`src/nd_mem_pkg.sv`:
```
//////////////////////////////////////////////////
// Memory subsystem shared definitions
// Address widths, strobe timing counts, controller
// states and the request and DRAM bus bundles
//////////////////////////////////////////////////
`default_nettype none

package nd_mem_pkg;

  // Address geometry
  localparam int ROW_BITS       = 10;  // Row or column half
  localparam int SIP_ADDR_BITS  = 20;  // Row then column
  localparam int HOST_ADDR_BITS = 21;  // Top bit picks the bank
  localparam int NUM_BANKS      = 2;
  localparam int SIP_DEPTH      = 2 ** SIP_ADDR_BITS;  // 1M locations per module

  // Strobe timing in sysclk cycles
  localparam int T_RAS_TO_CAS = 2;  // RAS low before CAS falls
  localparam int T_CAS_HOLD   = 2;  // CAS low time
  localparam int T_PRECHARGE  = 2;  // Both strobes high after access
  localparam int CNT_BITS     = 2;  // Wide enough for the largest count above

  // Controller sequence
  typedef enum logic [2:0] {
    IDLE,
    ROW_SETUP,   // Row on the bus, strobes still high
    RAS_ACTIVE,
    CAS_ACTIVE,
    PRECHARGE,
    DONE
  } ctrl_state_e;

  // Host request, valid with the req strobe
  typedef struct packed {
    logic [HOST_ADDR_BITS-1:0] addr;
    logic [7:0]                wdata;
    logic                      we;        // 1 = write
    logic                      par_flip;  // Diagnostic, store wrong parity
  } mem_req_t;

  // Lines shared by both SIP modules
  typedef struct packed {
    logic [ROW_BITS-1:0] address;  // Multiplexed row/column
    logic                cas_n;    // CAS9 rides on this too
    logic                w_n;
    logic [7:0]          d8;
    logic                d9;       // Parity bit in
  } dram_bus_t;

  // Outputs of one SIP module
  typedef struct packed {
    logic [7:0] q8;
    logic       q9;
    logic       prd_n;  // Low on odd parity
  } sip_out_t;

endpackage

`default_nettype wire
```
`src/dram_timing_ctrl.sv`:
```
//////////////////////////////////////////////////
// DRAM timing controller
// Turns a host strobe into a row/column cycle with
// RAS, CAS and W edges, then signals completion
//////////////////////////////////////////////////
`timescale 1ns/1ps
`default_nettype none

module dram_timing_ctrl
  import nd_mem_pkg::*;
(
  input  logic                 sysclk,
  input  logic                 rst_n,
  input  logic                 req,
  input  mem_req_t             req_data,
  input  logic                 wr_d9,     // Parity bit for the byte on req_data
  output dram_bus_t            bus,
  output logic [NUM_BANKS-1:0] ras_n,     // One RAS per bank
  output logic                 capture,   // Last CAS-low cycle
  output logic                 bank,
  output logic                 busy,
  output logic                 done
);

  ctrl_state_e         state_q;
  ctrl_state_e         state_d;
  logic [CNT_BITS-1:0] cnt_q;
  logic [CNT_BITS-1:0] cnt_d;
  mem_req_t            req_q;   // Request held for the whole cycle
  logic                d9_q;    // Parity bit taken with the request
  logic                accept;
  logic                ras_low;
  logic                w_low;

  // Requests while busy are dropped
  assign accept = (state_q == IDLE) && req;

  always_ff @(posedge sysclk or negedge rst_n) begin
    if (!rst_n) begin
      state_q <= IDLE;
      cnt_q   <= '0;
    end else begin
      state_q <= state_d;
      cnt_q   <= cnt_d;
    end
  end

  // Payload copy, only loaded on accept
  always_ff @(posedge sysclk) begin
    if (accept) begin
      req_q <= req_data;
      d9_q  <= wr_d9;
    end
  end

  // Sequencing with a down-counter per timed phase
  always_comb begin
    state_d = state_q;
    cnt_d   = cnt_q;
    case (state_q)
      IDLE: begin
        if (accept) begin
          state_d = ROW_SETUP;  // Single cycle, no count
        end
      end
      ROW_SETUP: begin
        state_d = RAS_ACTIVE;
        cnt_d   = CNT_BITS'(T_RAS_TO_CAS - 1);
      end
      RAS_ACTIVE: begin
        if (cnt_q == '0) begin
          state_d = CAS_ACTIVE;
          cnt_d   = CNT_BITS'(T_CAS_HOLD - 1);
        end else begin
          cnt_d = cnt_q - 1'b1;
        end
      end
      CAS_ACTIVE: begin
        if (cnt_q == '0) begin
          state_d = PRECHARGE;
          cnt_d   = CNT_BITS'(T_PRECHARGE - 1);
        end else begin
          cnt_d = cnt_q - 1'b1;
        end
      end
      PRECHARGE: begin
        if (cnt_q == '0) begin
          state_d = DONE;
        end else begin
          cnt_d = cnt_q - 1'b1;
        end
      end
      DONE: begin
        state_d = IDLE;
      end
      default: begin
        state_d = IDLE;
      end
    endcase
  end

  assign bank = req_q.addr[HOST_ADDR_BITS-1];  // Top address bit

  // RAS held low through the CAS phase
  assign ras_low = (state_q == RAS_ACTIVE) || (state_q == CAS_ACTIVE);

  // Write enable set up with the row, released at precharge
  assign w_low = req_q.we &&
                 ((state_q == ROW_SETUP) || ras_low);

  always_comb begin
    ras_n = '1;
    if (ras_low) begin
      ras_n[bank] = 1'b0;  // Only the addressed bank
    end
  end

  always_comb begin
    bus       = '0;
    bus.cas_n = (state_q != CAS_ACTIVE);  // CAS9 tied to CAS
    bus.w_n   = !w_low;
    bus.d8    = req_q.wdata;
    bus.d9    = d9_q;
    case (state_q)
      ROW_SETUP, RAS_ACTIVE: bus.address = req_q.addr[SIP_ADDR_BITS-1:ROW_BITS];
      CAS_ACTIVE, PRECHARGE: bus.address = req_q.addr[ROW_BITS-1:0];
      default:               bus.address = '0;
    endcase
  end

  // Read byte is on Q in the second CAS-low cycle
  assign capture = (state_q == CAS_ACTIVE) && (cnt_q == '0);
  assign busy    = (state_q != IDLE);
  assign done    = (state_q == DONE);

endmodule

`default_nettype wire

```
`config.mk`:
```
export PLATFORM = sky130hd
export DESIGN_NAME = dram_timing_ctrl
export DESIGN_NICKNAME = d
export VERILOG_FILES = /design/src/nd_mem_pkg.sv /design/src/dram_timing_ctrl.sv
export SDC_FILE = /design/constraint.sdc
export NUM_CORES = 1
export LEC_CHECK = 0
export BUFFER_PORTS_ARGS = -buffer_cell sky130_fd_sc_hd__buf_2
export CAP_MARGIN = 15
export CORE_MARGIN = 2
export CORE_UTILIZATION = 52
export DETAILED_ROUTE_END_ITERATION = 8
export PLACE_DENSITY_LB_ADDON = 0.2
export SETUP_SLACK_MARGIN = 0.1
export SYNTH_ARGS = -nofsm -noshare
export SYNTH_HDL_FRONTEND = slang
export SYNTH_SLANG_ARGS = --single-unit
```
`constraint.sdc`:
```
create_clock -name sysclk -period 5.7 [get_ports sysclk]
set_clock_uncertainty 0.05 [all_clocks]
set_input_delay 0.855 -clock sysclk [delete_from_list [all_inputs] [get_ports sysclk]]
set_output_delay 0.855 -clock sysclk [all_outputs]
set_load 0.02 [all_outputs]
```
==> run summary <==
Setup repair after global routing left no endpoint under its margin. The logs give 0 for the max-slew violation count and 33 for the pin count of the biggest net entering global routing. The routed layout has 1137 vias. The final standard cell utilization of the core is 65.1%, and the die span in x is 61.2 µm. 0 antenna diodes ended up in the layout.

The time the worst path needs with I/O delays and setup is 3240 ps. The clock passes through at most 2 buffers. The worst slew margin relative to its limit was 49.6%; the share of flip-flops with an asynchronous set or reset after synthesis was 13.9%. Global routing consumed, on the met2 layer, 29.3% of the routing resources.

Along the worst path, the maximum fanout reaches 22. The launch point of the worst reg-to-reg path is state_q[1]. At the pin with the least slew margin, the transition time is 753 ps. STA classifies the critical path startpoint as a register. The layout net count is 218.

The synthesized area divided by synthesized cell count was 13.1 µm². Max-cap violations in this run came to 0. Clock tree synthesis inserted a total of 5 buffers. In the synthesized netlist the dominant register cell turns out to be sky130_fd_sc_hd__edfxtp_1. The flow ran to the end, and the final reports show no timing, DRC or antenna violations. The critical path class is reg -> out.

Counting cells, the worst reg-to-reg path comes to 3. The logs give 2460 ps for the worst setup margin and 2330 ps for the data arrival at the endpoint of the critical path. The most congested layer reported by global routing was met2. The share of final-layout standard cells stronger than drive strength 1 was 39.6%; the distinct cell type count after synthesis was 30.

During placement, the flow inserted port buffers numbering 60. For met1 alone, demand over resource in global routing was 19.6%. The clock transition at the registers of the reported paths came out at 100 ps. The detailed router finished its first iteration with 48 violations. Maximum clock frequency: 309 MHz.

STA classifies the critical path endpoint as an output pin. The worst-case IR drop observed on VDD is 0.313 mV. The logs give 0 for the total overflow reported by the global router and 4800 ps for the endpoint required time on the critical path.

The initial antenna violation count is 0. Effective utilization at floorplan: 55.3%. The mapped netlist covers 0.00170 mm². Buffers inserted to repair hold after CTS numbered 0. Power spread over the standard cell area amounts to 478 mW/mm².

The number of vias per cell after detailed routing was 5.03; the sum of net half-perimeters after detailed placement was 1980 µm. The final critical path takes up 56.8% of the cycle. The H-tree level count is 2, and the post-route DRC violation count is 0. The worst hold path belongs to the class in -> async. Synthesis produced 130 cells. The worst slack at placement is 2820 ps, and the number of global-route vias before repair is 1025. Wires add up to 2930 µm.

The area of the core is 0.00308 mm², and the all-layer global routing usage is 17.1%. The count of synthesis-stage warnings from yosys was 0. The number of nets handed over by synthesis was 167. For this design the static power due to leakage is 0.831 nW.

The share of the Yosys chip area taken by registers is 62.1%. The root buffer cell chosen for the clock tree is sky130_fd_sc_hd__clkbuf_4. The count of standard-cell rows was 20. For this run, global-route usage on met3 was measured as 4.83%. The clock network latency to the later pin of the worst-skew pair was 320 ps. From synthesis to final layout, the design area changed by 17.8%. For this design, the sink count on the clock tree is 36. TritonCTS built the clock tree. The detail route stage leaves a number of antenna-violating nets equal to 0.

Setup violations remaining at the end of the flow were counted as 0. The die is 61.2 µm tall. The first detailed-routing pass took 4 iterations.

The number of placed I/O pins is 62. The wire length of the first global-routing pass is 4540 µm, and the average wire per standard cell is 12.9 µm. At the end of routability-driven placement, the weighted congestion stood at 0.664. The floorplan step defined a die boundary enclosing 0.00375 mm². The tools report the post-route setup TNS as 0 ps.

The tools report the beginning of the critical path as state_q[2]. The synthesized design contains 36 register bits. The number of gates resized after CTS was 0. The post-CTS setup buffer count is 0, and the number of enable-type register cells in the synthesized netlist is 31. The number of hold violations in the final report is 0.
through the flow:
step	hold slack [ps]	power, mW	instances	cell area, µm²
floorplan	509	0.735	130	1700
global placement	542	0.829	218	1950
detailed placement	564	0.843	218	1950
CTS	255	0.969	226	2000
global route	252	1.02	226	2000
finish	268	0.959	226	2000
critical path, stage by stage (launching register included):
cell,delay (ps)
sky130_fd_sc_hd__dfrtp_1,790
sky130_fd_sc_hd__nor3b_2,740
sky130_fd_sc_hd__a21oi_1,140
sky130_fd_sc_hd__o21ai_0,130
sky130_fd_sc_hd__buf_2,210
cell usage after synthesis (2+ instances only):
cell                       number  area share [%]
sky130_fd_sc_hd__buf_4         10             4.4
sky130_fd_sc_hd__o21ai_0       11             3.2
sky130_fd_sc_hd__nor4bb_1      10             5.9
sky130_fd_sc_hd__a221oi_1       2             1.0
sky130_fd_sc_hd__and3_1         2            0.74
sky130_fd_sc_hd__nor2_1         4            0.88
sky130_fd_sc_hd__nand2b_1       2            0.74
sky130_fd_sc_hd__nand2_1        5             1.1
sky130_fd_sc_hd__or3_1          2            0.74
sky130_fd_sc_hd__edfxtp_1      31              55
sky130_fd_sc_hd__mux2i_1       10             5.9
sky130_fd_sc_hd__a21oi_1       11             3.2
sky130_fd_sc_hd__inv_1          4            0.88
sky130_fd_sc_hd__buf_2          5             1.5
sky130_fd_sc_hd__ha_1           2             1.5
sky130_fd_sc_hd__dfrtp_1        5             7.4
power breakdown:
group          switching [mW]  internal, mW  total [mW]  leakage [nW]
registers              0.0520         0.346       0.398         0.344
clock network          0.0783        0.0481       0.126        0.0293
logic                   0.267         0.167       0.434         0.457
total                   0.397         0.562       0.959         0.831
layout make-up:
class / instances / area (µm²)
fill: 241 / 1070
sequential: 36 / 1060
multi-input combinational: 72 / 513
timing repair buffer: 62 / 315
tap: 44 / 55.1
clock buffer: 7 / 45.0
inverter: 4 / 15.0
clock inverter: 1 / 5.00
layer usage:
layer	wire length (µm)	vias up
met3	176	5
met2	1490	37
met5	0	-
met4	32	0
met1	1220	519
li1	-	576
state kept, by name, summed over array words and instances (netlist names):
| name | flops |
|---|---|
| bus | 8 |
| req_q | 21 |
| state_q | 3 |
| cnt_q | 2 |
| d9_q | 1 |
| bank | 1 |
worst paths after layout:
path	to	slack, ps
min	cnt_q[1]	270
min in group sysclk	cnt_q[1]	580
max	bus[17]	2460
min reg2reg	cnt_q[1]	580
max reg2reg	req_q[10]	3740
max in group asynchronous	state_q[1]	5210
cells by family after synthesis:
logic type	Yosys count	share of synthesized area, %
fa+ha+maj	2	1.47
xor+xnor	1	0.515
flops	36	62.1
buf+inv	22	7.94
mux	10	5.88
simple gates	31	12.8
compound gates	28	9.34
cells in the final DEF (no fill, tap or decap), drive strengths merged, types with 4 or more instances in the layout:
cell type	n
nor2	4
a21oi	11
inv	4
dfrtp	5
o21ai	11
nand2	5
buf	62
mux2i	10
nor4bb	10
clkbuf	7
edfxtp	31
Note: power is estimated with default switching activity, not from simulation.
