[src/nd_mem_pkg.sv]
//////////////////////////////////////////////////
// Memory subsystem shared definitions
// Address widths, strobe timing counts, controller
// states and the request and DRAM bus bundles
//////////////////////////////////////////////////
`default_nettype none

package nd_mem_pkg;

  // Address geometry
  localparam int ROW_BITS       = 10;  // Row or column half
  localparam int SIP_ADDR_BITS  = 20;  // Row then column
  localparam int HOST_ADDR_BITS = 21;  // Top bit picks the bank
  localparam int NUM_BANKS      = 2;
  localparam int SIP_DEPTH      = 2 ** SIP_ADDR_BITS;  // 1M locations per module

  // Strobe timing in sysclk cycles
  localparam int T_RAS_TO_CAS = 2;  // RAS low before CAS falls
  localparam int T_CAS_HOLD   = 2;  // CAS low time
  localparam int T_PRECHARGE  = 2;  // Both strobes high after access
  localparam int CNT_BITS     = 2;  // Wide enough for the largest count above

  // Controller sequence
  typedef enum logic [2:0] {
    IDLE,
    ROW_SETUP,   // Row on the bus, strobes still high
    RAS_ACTIVE,
    CAS_ACTIVE,
    PRECHARGE,
    DONE
  } ctrl_state_e;

  // Host request, valid with the req strobe
  typedef struct packed {
    logic [HOST_ADDR_BITS-1:0] addr;
    logic [7:0]                wdata;
    logic                      we;        // 1 = write
    logic                      par_flip;  // Diagnostic, store wrong parity
  } mem_req_t;

  // Lines shared by both SIP modules
  typedef struct packed {
    logic [ROW_BITS-1:0] address;  // Multiplexed row/column
    logic                cas_n;    // CAS9 rides on this too
    logic                w_n;
    logic [7:0]          d8;
    logic                d9;       // Parity bit in
  } dram_bus_t;

  // Outputs of one SIP module
  typedef struct packed {
    logic [7:0] q8;
    logic       q9;
    logic       prd_n;  // Low on odd parity
  } sip_out_t;

endpackage

`default_nettype wire
[src/parity_path.sv]
//////////////////////////////////////////////////
// Parity path
// Makes the write parity bit and captures the read
// byte and parity error of the selected bank
//////////////////////////////////////////////////
`timescale 1ns/1ps
`default_nettype none

module parity_path
  import nd_mem_pkg::*;
(
  input  logic       sysclk,
  input  logic       rst_n,
  input  logic [7:0] wdata,
  input  logic       par_flip,             // Diagnostic wrong parity
  output logic       wr_d9,
  input  logic       capture,              // From the controller
  input  logic       bank,
  input  logic       is_read,
  input  sip_out_t   sip_out [NUM_BANKS],
  output logic [7:0] rdata,
  output logic       parity_err
);

  sip_out_t sel;

  // Ninth bit makes the word even, flip breaks it on purpose
  assign wr_d9 = (^wdata) ^ par_flip;

  assign sel = sip_out[bank];  // Only the addressed module drove a read

  always_ff @(posedge sysclk or negedge rst_n) begin
    if (!rst_n) begin
      rdata      <= 8'h00;
      parity_err <= 1'b0;
    end else if (capture) begin
      rdata <= sel.q8;  // Zero on writes since Q is gated
      if (is_read) begin
        parity_err <= !sel.prd_n;
      end else begin
        parity_err <= 1'b0;  // Write clears a stale error
      end
    end
  end

endmodule

`default_nettype wire

[config.mk]
export PLATFORM = sky130hd
export DESIGN_NAME = parity_path
export DESIGN_NICKNAME = d
export VERILOG_FILES = /design/src/nd_mem_pkg.sv /design/src/parity_path.sv
export SDC_FILE = /design/constraint.sdc
export NUM_CORES = 1
export LEC_CHECK = 0
export BUFFER_PORTS_ARGS = -buffer_cell sky130_fd_sc_hd__buf_2
export CAP_MARGIN = 20
export CORE_AREA = 4 4 41 43
export CTS_BUF_LIST = sky130_fd_sc_hd__clkbuf_2 sky130_fd_sc_hd__clkbuf_4 sky130_fd_sc_hd__clkbuf_8
export DETAILED_ROUTE_END_ITERATION = 7
export DIE_AREA = 0 0 45 47
export PLACE_DENSITY = 0.8
export SETUP_SLACK_MARGIN = 0.05
export SKIP_LAST_GASP = 1
export SYNTH_ARGS = -nofsm -noshare
export SYNTH_HDL_FRONTEND = slang
export SYNTH_SLANG_ARGS = --single-unit
export TNS_END_PERCENT = 5
[constraint.sdc]
create_clock -name sysclk -period 3.46 [get_ports sysclk]
set_input_delay 0.865 -clock sysclk [delete_from_list [all_inputs] [get_ports sysclk]]
set_output_delay 0.865 -clock sysclk [all_outputs]
set_load 0.1 [all_outputs]
==> results of run 1 <==
## cell usage after synthesis
| cell | count |
|---|---|
| a21oi_1 | 8 |
| buf_1 | 1 |
| buf_2 | 2 |
| dfrtp_1 | 9 |
| inv_1 | 1 |
| mux2i_1 | 9 |
| nand3_1 | 1 |
| nor2_1 | 8 |
| o21ai_0 | 1 |
| xnor2_1 | 4 |
| xnor2_2 | 1 |
| xnor3_1 | 1 |
| xor2_1 | 1 |
## registers in the layout, summed over array words and instances, names as in the netlist
name        count
rdata           8
parity_err      1
## cell families (layout without fill, tap and decap cells)
kind of cell / count (synthesis) / in the layout
simple gates: 9 / 9
buf+inv: 4 / 46
xor+xnor: 7 / 7
flops: 9 / 9
mux: 9 / 9
compound gates: 9 / 9
## power by group through the flow
stage                     registers [W]  clock network, W   logic, W
after floorplan                0.000204                 0  0.0000839
after CTS                      0.000122         0.0000921   0.000208
after global placement         0.000123                 0   0.000204
final                          0.000122         0.0000872   0.000206
after detailed placement       0.000123                 0   0.000208
after global routing           0.000123         0.0000943   0.000215
## final cells by class
type	instances	area [sq um]	share of cell area, %
Multi-Input combinational cell	34	260	35.0
Sequential cell	9	225	30.3
Timing Repair Buffer	41	205	27.6
Clock buffer	4	30.0	4.04
Tap cell	15	18.8	2.53
Inverter	1	3.75	0.505
## metal layers
| metal | global-route usage, % | vias up | part of all wire (%) |
|---|---|---|---|
| li1 | - | 244 | - |
| met1 | 13.3 | 217 | 34 |
| met2 | 24.6 | 32 | 51 |
| met3 | 4.60 | 0 | 15 |
| met4 | 5.26 | 0 | 0 |
| met5 | 0 | - | 0 |
## critical path: stages
cell,delay [ns]
buf_2,0.10
xnor2_1,0.16
xnor3_1,0.46
xnor2_2,0.15
buf_2,0.43
## metrics by stage
step | setup WS, ns | total power (W) | utilization [%] | area, sq um
after floorplan | 0.209 | 0.000288 | - | 503
after global placement | 0.465 | 0.000327 | 54.8 | 713
after detailed placement | 0.402 | 0.000331 | 54.8 | 713
after CTS | 0.402 | 0.000422 | 57.1 | 743
after global routing | 0.359 | 0.000433 | 57.1 | 743
final | 0.419 | 0.000414 | 57.1 | 743
## worst paths after layout
kind                       cells past startpoint  startpoint  slack [ns]  endpoint
min in group sysclk                            2    rdata[4]        0.53  rdata[4]
setup reg to reg                               2    rdata[1]        2.81  rdata[1]
hold reg to reg                                2    rdata[4]        0.53  rdata[4]
hold / removal                                 1       rst_n        0.44  rdata[0]
setup / recovery                               5    wdata[2]        0.42     wr_d9
max in group asynchronous                      1       rst_n        2.84  rdata[4]
==> qor.yml, run 1 <==
fmax_ghz: 0.329
wl_per_cell_microns: 12.0
num_vias: 493
synth_cells: 47
setup_viol: 0
yosysTopAreaCellShare_pct: 45.5
cts_made_buffers: 3
cts_setup_buffers: 0
period_share_pct: 87.9
synth_compound_area_share_pct: 9.09
grt_pass1_wl_mm: 1.97
yosysTopAreaCell: "dfrtp_1"
synthXorXnorAreaFrac_pct: 16.7
switching_power_w: 0.000197
tns_ns: 0
pwr-share-comb_pct: 49.6
cp_max_fo: 1
coreArea_sq_mm: 0.00130
via_per_inst: 4.74
die_area_sq_mm: 0.00212
drt-initial-drc-count: 0
path_class: "input port to output pin"
grt_max_degree: 19
leakagePower_nw: 0.407
n_fill_cell: 121
placement.io_buffers: 41
overflow: 0
p_int_w: 0.000217
cp-end-kind: "output pin"
syn_nets: 81
drc: 0
status: "finished clean"
cts-root-buf: "clkbuf_4"
grt_usage_pct: 13.2
insertion_delay_ns: 0.26
drv_slew: 0
synth_mux_area_share_pct: 18.2
ant_nets: 0
p_seq_share_pct: 29.3
clk_path_buf_depth: 2
synth-simple-area-share_pct: 7.07
clkSinkCount: 9
instances_no_fill: 104
cp.arrival_ns: 2.18
final_common_cell: "buf_2"
synth_fa_ha_area_share_pct: 0
dp_cells: 100
synth_seq_area_share_pct: 45.5
finalNetCount: 124
max-slew-margin-rel_pct: 67.7
synth_area_sq_um: 495
ctsResizeCount: 0
die_x_microns: 45
final_cell_mix: "41 x buf_2, 9 x mux2i_1, 9 x dfrtp_1, 8 x nor2_1, 8 x a21oi_1"
finClkSkew_ns: 0
die_h_microns: 47
hold_ws_ns: 0.442
worst_pin_slew_ns: 0.488
switching_share_pct: 47.6
cts_tree: "built"
n_antenna_cell: 0
cap_violations: 0
first_pass_iters: 1
hold_viol: 0
hpwl_mm: 1.05
p_clk_share_pct: 21.0
ys.warnings.count: 0
cts_hold_buffers: 0
cp.required_ns: 2.59
ir_drop_v: 0.000256
finalWirelength_mm: 1.25
drive_gt1_share_pct: 52.8
clkSlewWorstSetupHoldPaths_ns: 0.06
h-tree-depth: 1
synth_top_family_by_area: "multiplexers"
syn2layout_area_growth_pct: 50.0
gp_congestion: 0.615
hp-class: "input port to async pin"
power_density_mw_per_mm2: 558
grt_pass1_vias: 506
synthDistinctLibCells: 13
cp-start-kind: "input port"
rsz0062_at_grt: "no"
row_count: 13
initial_core_util_pct: 38.1
synth_area_per_cell_sq_um: 10.5
fin_crit_ns: 3.04
ys_seq_elements: 9
synth.area.top_cells: "dfrtp_1 45%, mux2i_1 18%, a21oi_1 8.1%, xnor2_1 7.1%, nor2_1 6.1%"
ios: 44
antenna_found_initial: 0
(Power assumes the default switching activity.)
==> run 2, diff against run 1 <==
--- a/config.mk
+++ b/config.mk
@@ -12,6 +12,7 @@
 export DETAILED_ROUTE_END_ITERATION = 7
 export DIE_AREA = 0 0 45 47
 export PLACE_DENSITY = 0.8
+export RECOVER_POWER = 50
 export SETUP_SLACK_MARGIN = 0.05
 export SKIP_LAST_GASP = 1
 export SYNTH_ARGS = -nofsm -noshare
==> run 2 against run 1 <==
  * Final cell count unchanged
  * Combinational power hardly changed
  * Worst hold slack improved by 0.085 ns
  * Critical endpoint unchanged
==> qor.yml, run 2 (synthesized netlist as in run 1, its figures left out) <==
status: "finished clean"
finalWirelength_mm: 1.25
leakagePower_nw: 0.401
row_count: 13
hp-class: "input port to async pin"
ir_drop_v: 0.000256
seq_area_sq_um: 225
ff2ff_setup_slack_ns: 2.81
grt_pass1_wl_mm: 1.97
drt-initial-drc-count: 0
drive_gt1_share_pct: 50.6
cts_setup_buffers: 0
fin_crit_ns: 3.04
max-slew-margin-rel_pct: 57.1
finClkSkew_ns: 0
final_common_cell: "buf_2"
num_vias: 493
cts-root-buf: "clkbuf_4"
final_cell_mix: "39 x buf_2, 9 x mux2i_1, 9 x dfrtp_1, 8 x nor2_1, 8 x a21oi_1"
finalNetCount: 124
final_util_pct: 56.9
die_area_sq_mm: 0.00212
insertion_delay_ns: 0.26
cp.required_ns: 2.59
fmax_ghz: 0.328
ant_nets: 0
grt_usage_pct: 13.2
coreArea_sq_mm: 0.00130
largest_reg_flops: 8
die_x_microns: 45
gp_congestion: 0.615
drc: 0
via_per_inst: 4.74
wl_per_cell_microns: 12.0
reg.largest.list: "rdata: 8 flops, parity_err: 1 flops"
clkSlewWorstSetupHoldPaths_ns: 0.06
hold_viol: 0
drv_slew: 0
cap_violations: 0
hpwl_mm: 1.05
cp-end-kind: "output pin"
path_class: "input port to output pin"
placement.io_buffers: 41
cp_max_fo: 1
overflow: 0
setup_viol: 0
tns_ns: 0
grt_max_degree: 19
cts_made_buffers: 3
n_antenna_cell: 0
initial_core_util_pct: 38.1
multiInputGateArea_sq_um: 260
first_pass_iters: 1
grt_pass1_vias: 506
cts_hold_buffers: 0
syn2layout_area_growth_pct: 49.5
r2r-end: "rdata[1]"
top_register: "rdata"
antenna_found_initial: 0
cp-start-kind: "input port"
power_density_mw_per_mm2: 559
cp.arrival_ns: 2.18
r2r_start: "rdata[1]"
reg2reg_depth: 2
die_h_microns: 47
clkSinkCount: 9
ctsResizeCount: 0
worst_pin_slew_ns: 0.644
clk_path_buf_depth: 2
h-tree-depth: 1
n_fill_cell: 123
ios: 44
rsz0062_at_grt: "no"
cts_tree: "built"
period_share_pct: 88.0
[run 2: cell count changes in the layout (fill, tap and decap cells not counted), sizes merged]
cell	previous run	this run
buf	41	39
clkbuf	4	6
[run 2: final cells by class]
cell class	count	area share, %
Clock buffer	4	4.05
Inverter	1	0.507
Multi-Input combinational cell	34	35.1
Sequential cell	9	30.4
Tap cell	15	2.53
Timing Repair Buffer	41	27.4
[run 2: per-stage QoR]
stage | area [sq um] | setup slack, ns | hold slack (ns) | power [W] | cells
after global routing | 741 | 0.359 | 0.549 | 0.000432 | 104
after global placement | 713 | 0.465 | 0.502 | 0.000327 | 100
after detailed placement | 713 | 0.402 | 0.521 | 0.000331 | 100
final | 741 | 0.416 | 0.527 | 0.000414 | 104
after floorplan | 503 | 0.209 | 0.569 | 0.000288 | 47
after CTS | 743 | 0.402 | 0.441 | 0.000422 | 104
[run 2: worst max path at each step]
| stage | startpoint | end | slack, ns | cells past startpoint |
|---|---|---|---|---|
| after floorplan | wdata[2] | wr_d9 | 0.21 | 3 |
| after global placement | wdata[2] | wr_d9 | 0.46 | 5 |
| after detailed placement | wdata[2] | wr_d9 | 0.40 | 5 |
| after CTS | wdata[2] | wr_d9 | 0.40 | 5 |
| after global routing | wdata[2] | wr_d9 | 0.36 | 5 |
| final | wdata[2] | wr_d9 | 0.42 | 5 |
[run 2: metal layers]
| metal | routed length [microns] | track usage [%] | share of wire, % |
|---|---|---|---|
| met5 | 0 | 0 | 0 |
| met4 | 0 | 5.26 | 0 |
| met3 | 187 | 4.60 | 15 |
| met2 | 638 | 24.6 | 51 |
| met1 | 422 | 13.3 | 34 |
[run 2: worst max-delay path, stage by stage]
cell	delay [ns]
buf_2	0.10
xnor2_1	0.16
xnor3_1	0.46
xnor2_2	0.15
buf_2	0.43
[run 2: report_power, final]
group	internal [W]	total, W	leakage [nW]	switching, W
logic	0.0000487	0.000205	0.281	0.000157
clock network	0.0000522	0.0000872	0.0184	0.0000350
registers	0.000116	0.000122	0.102	0.00000547
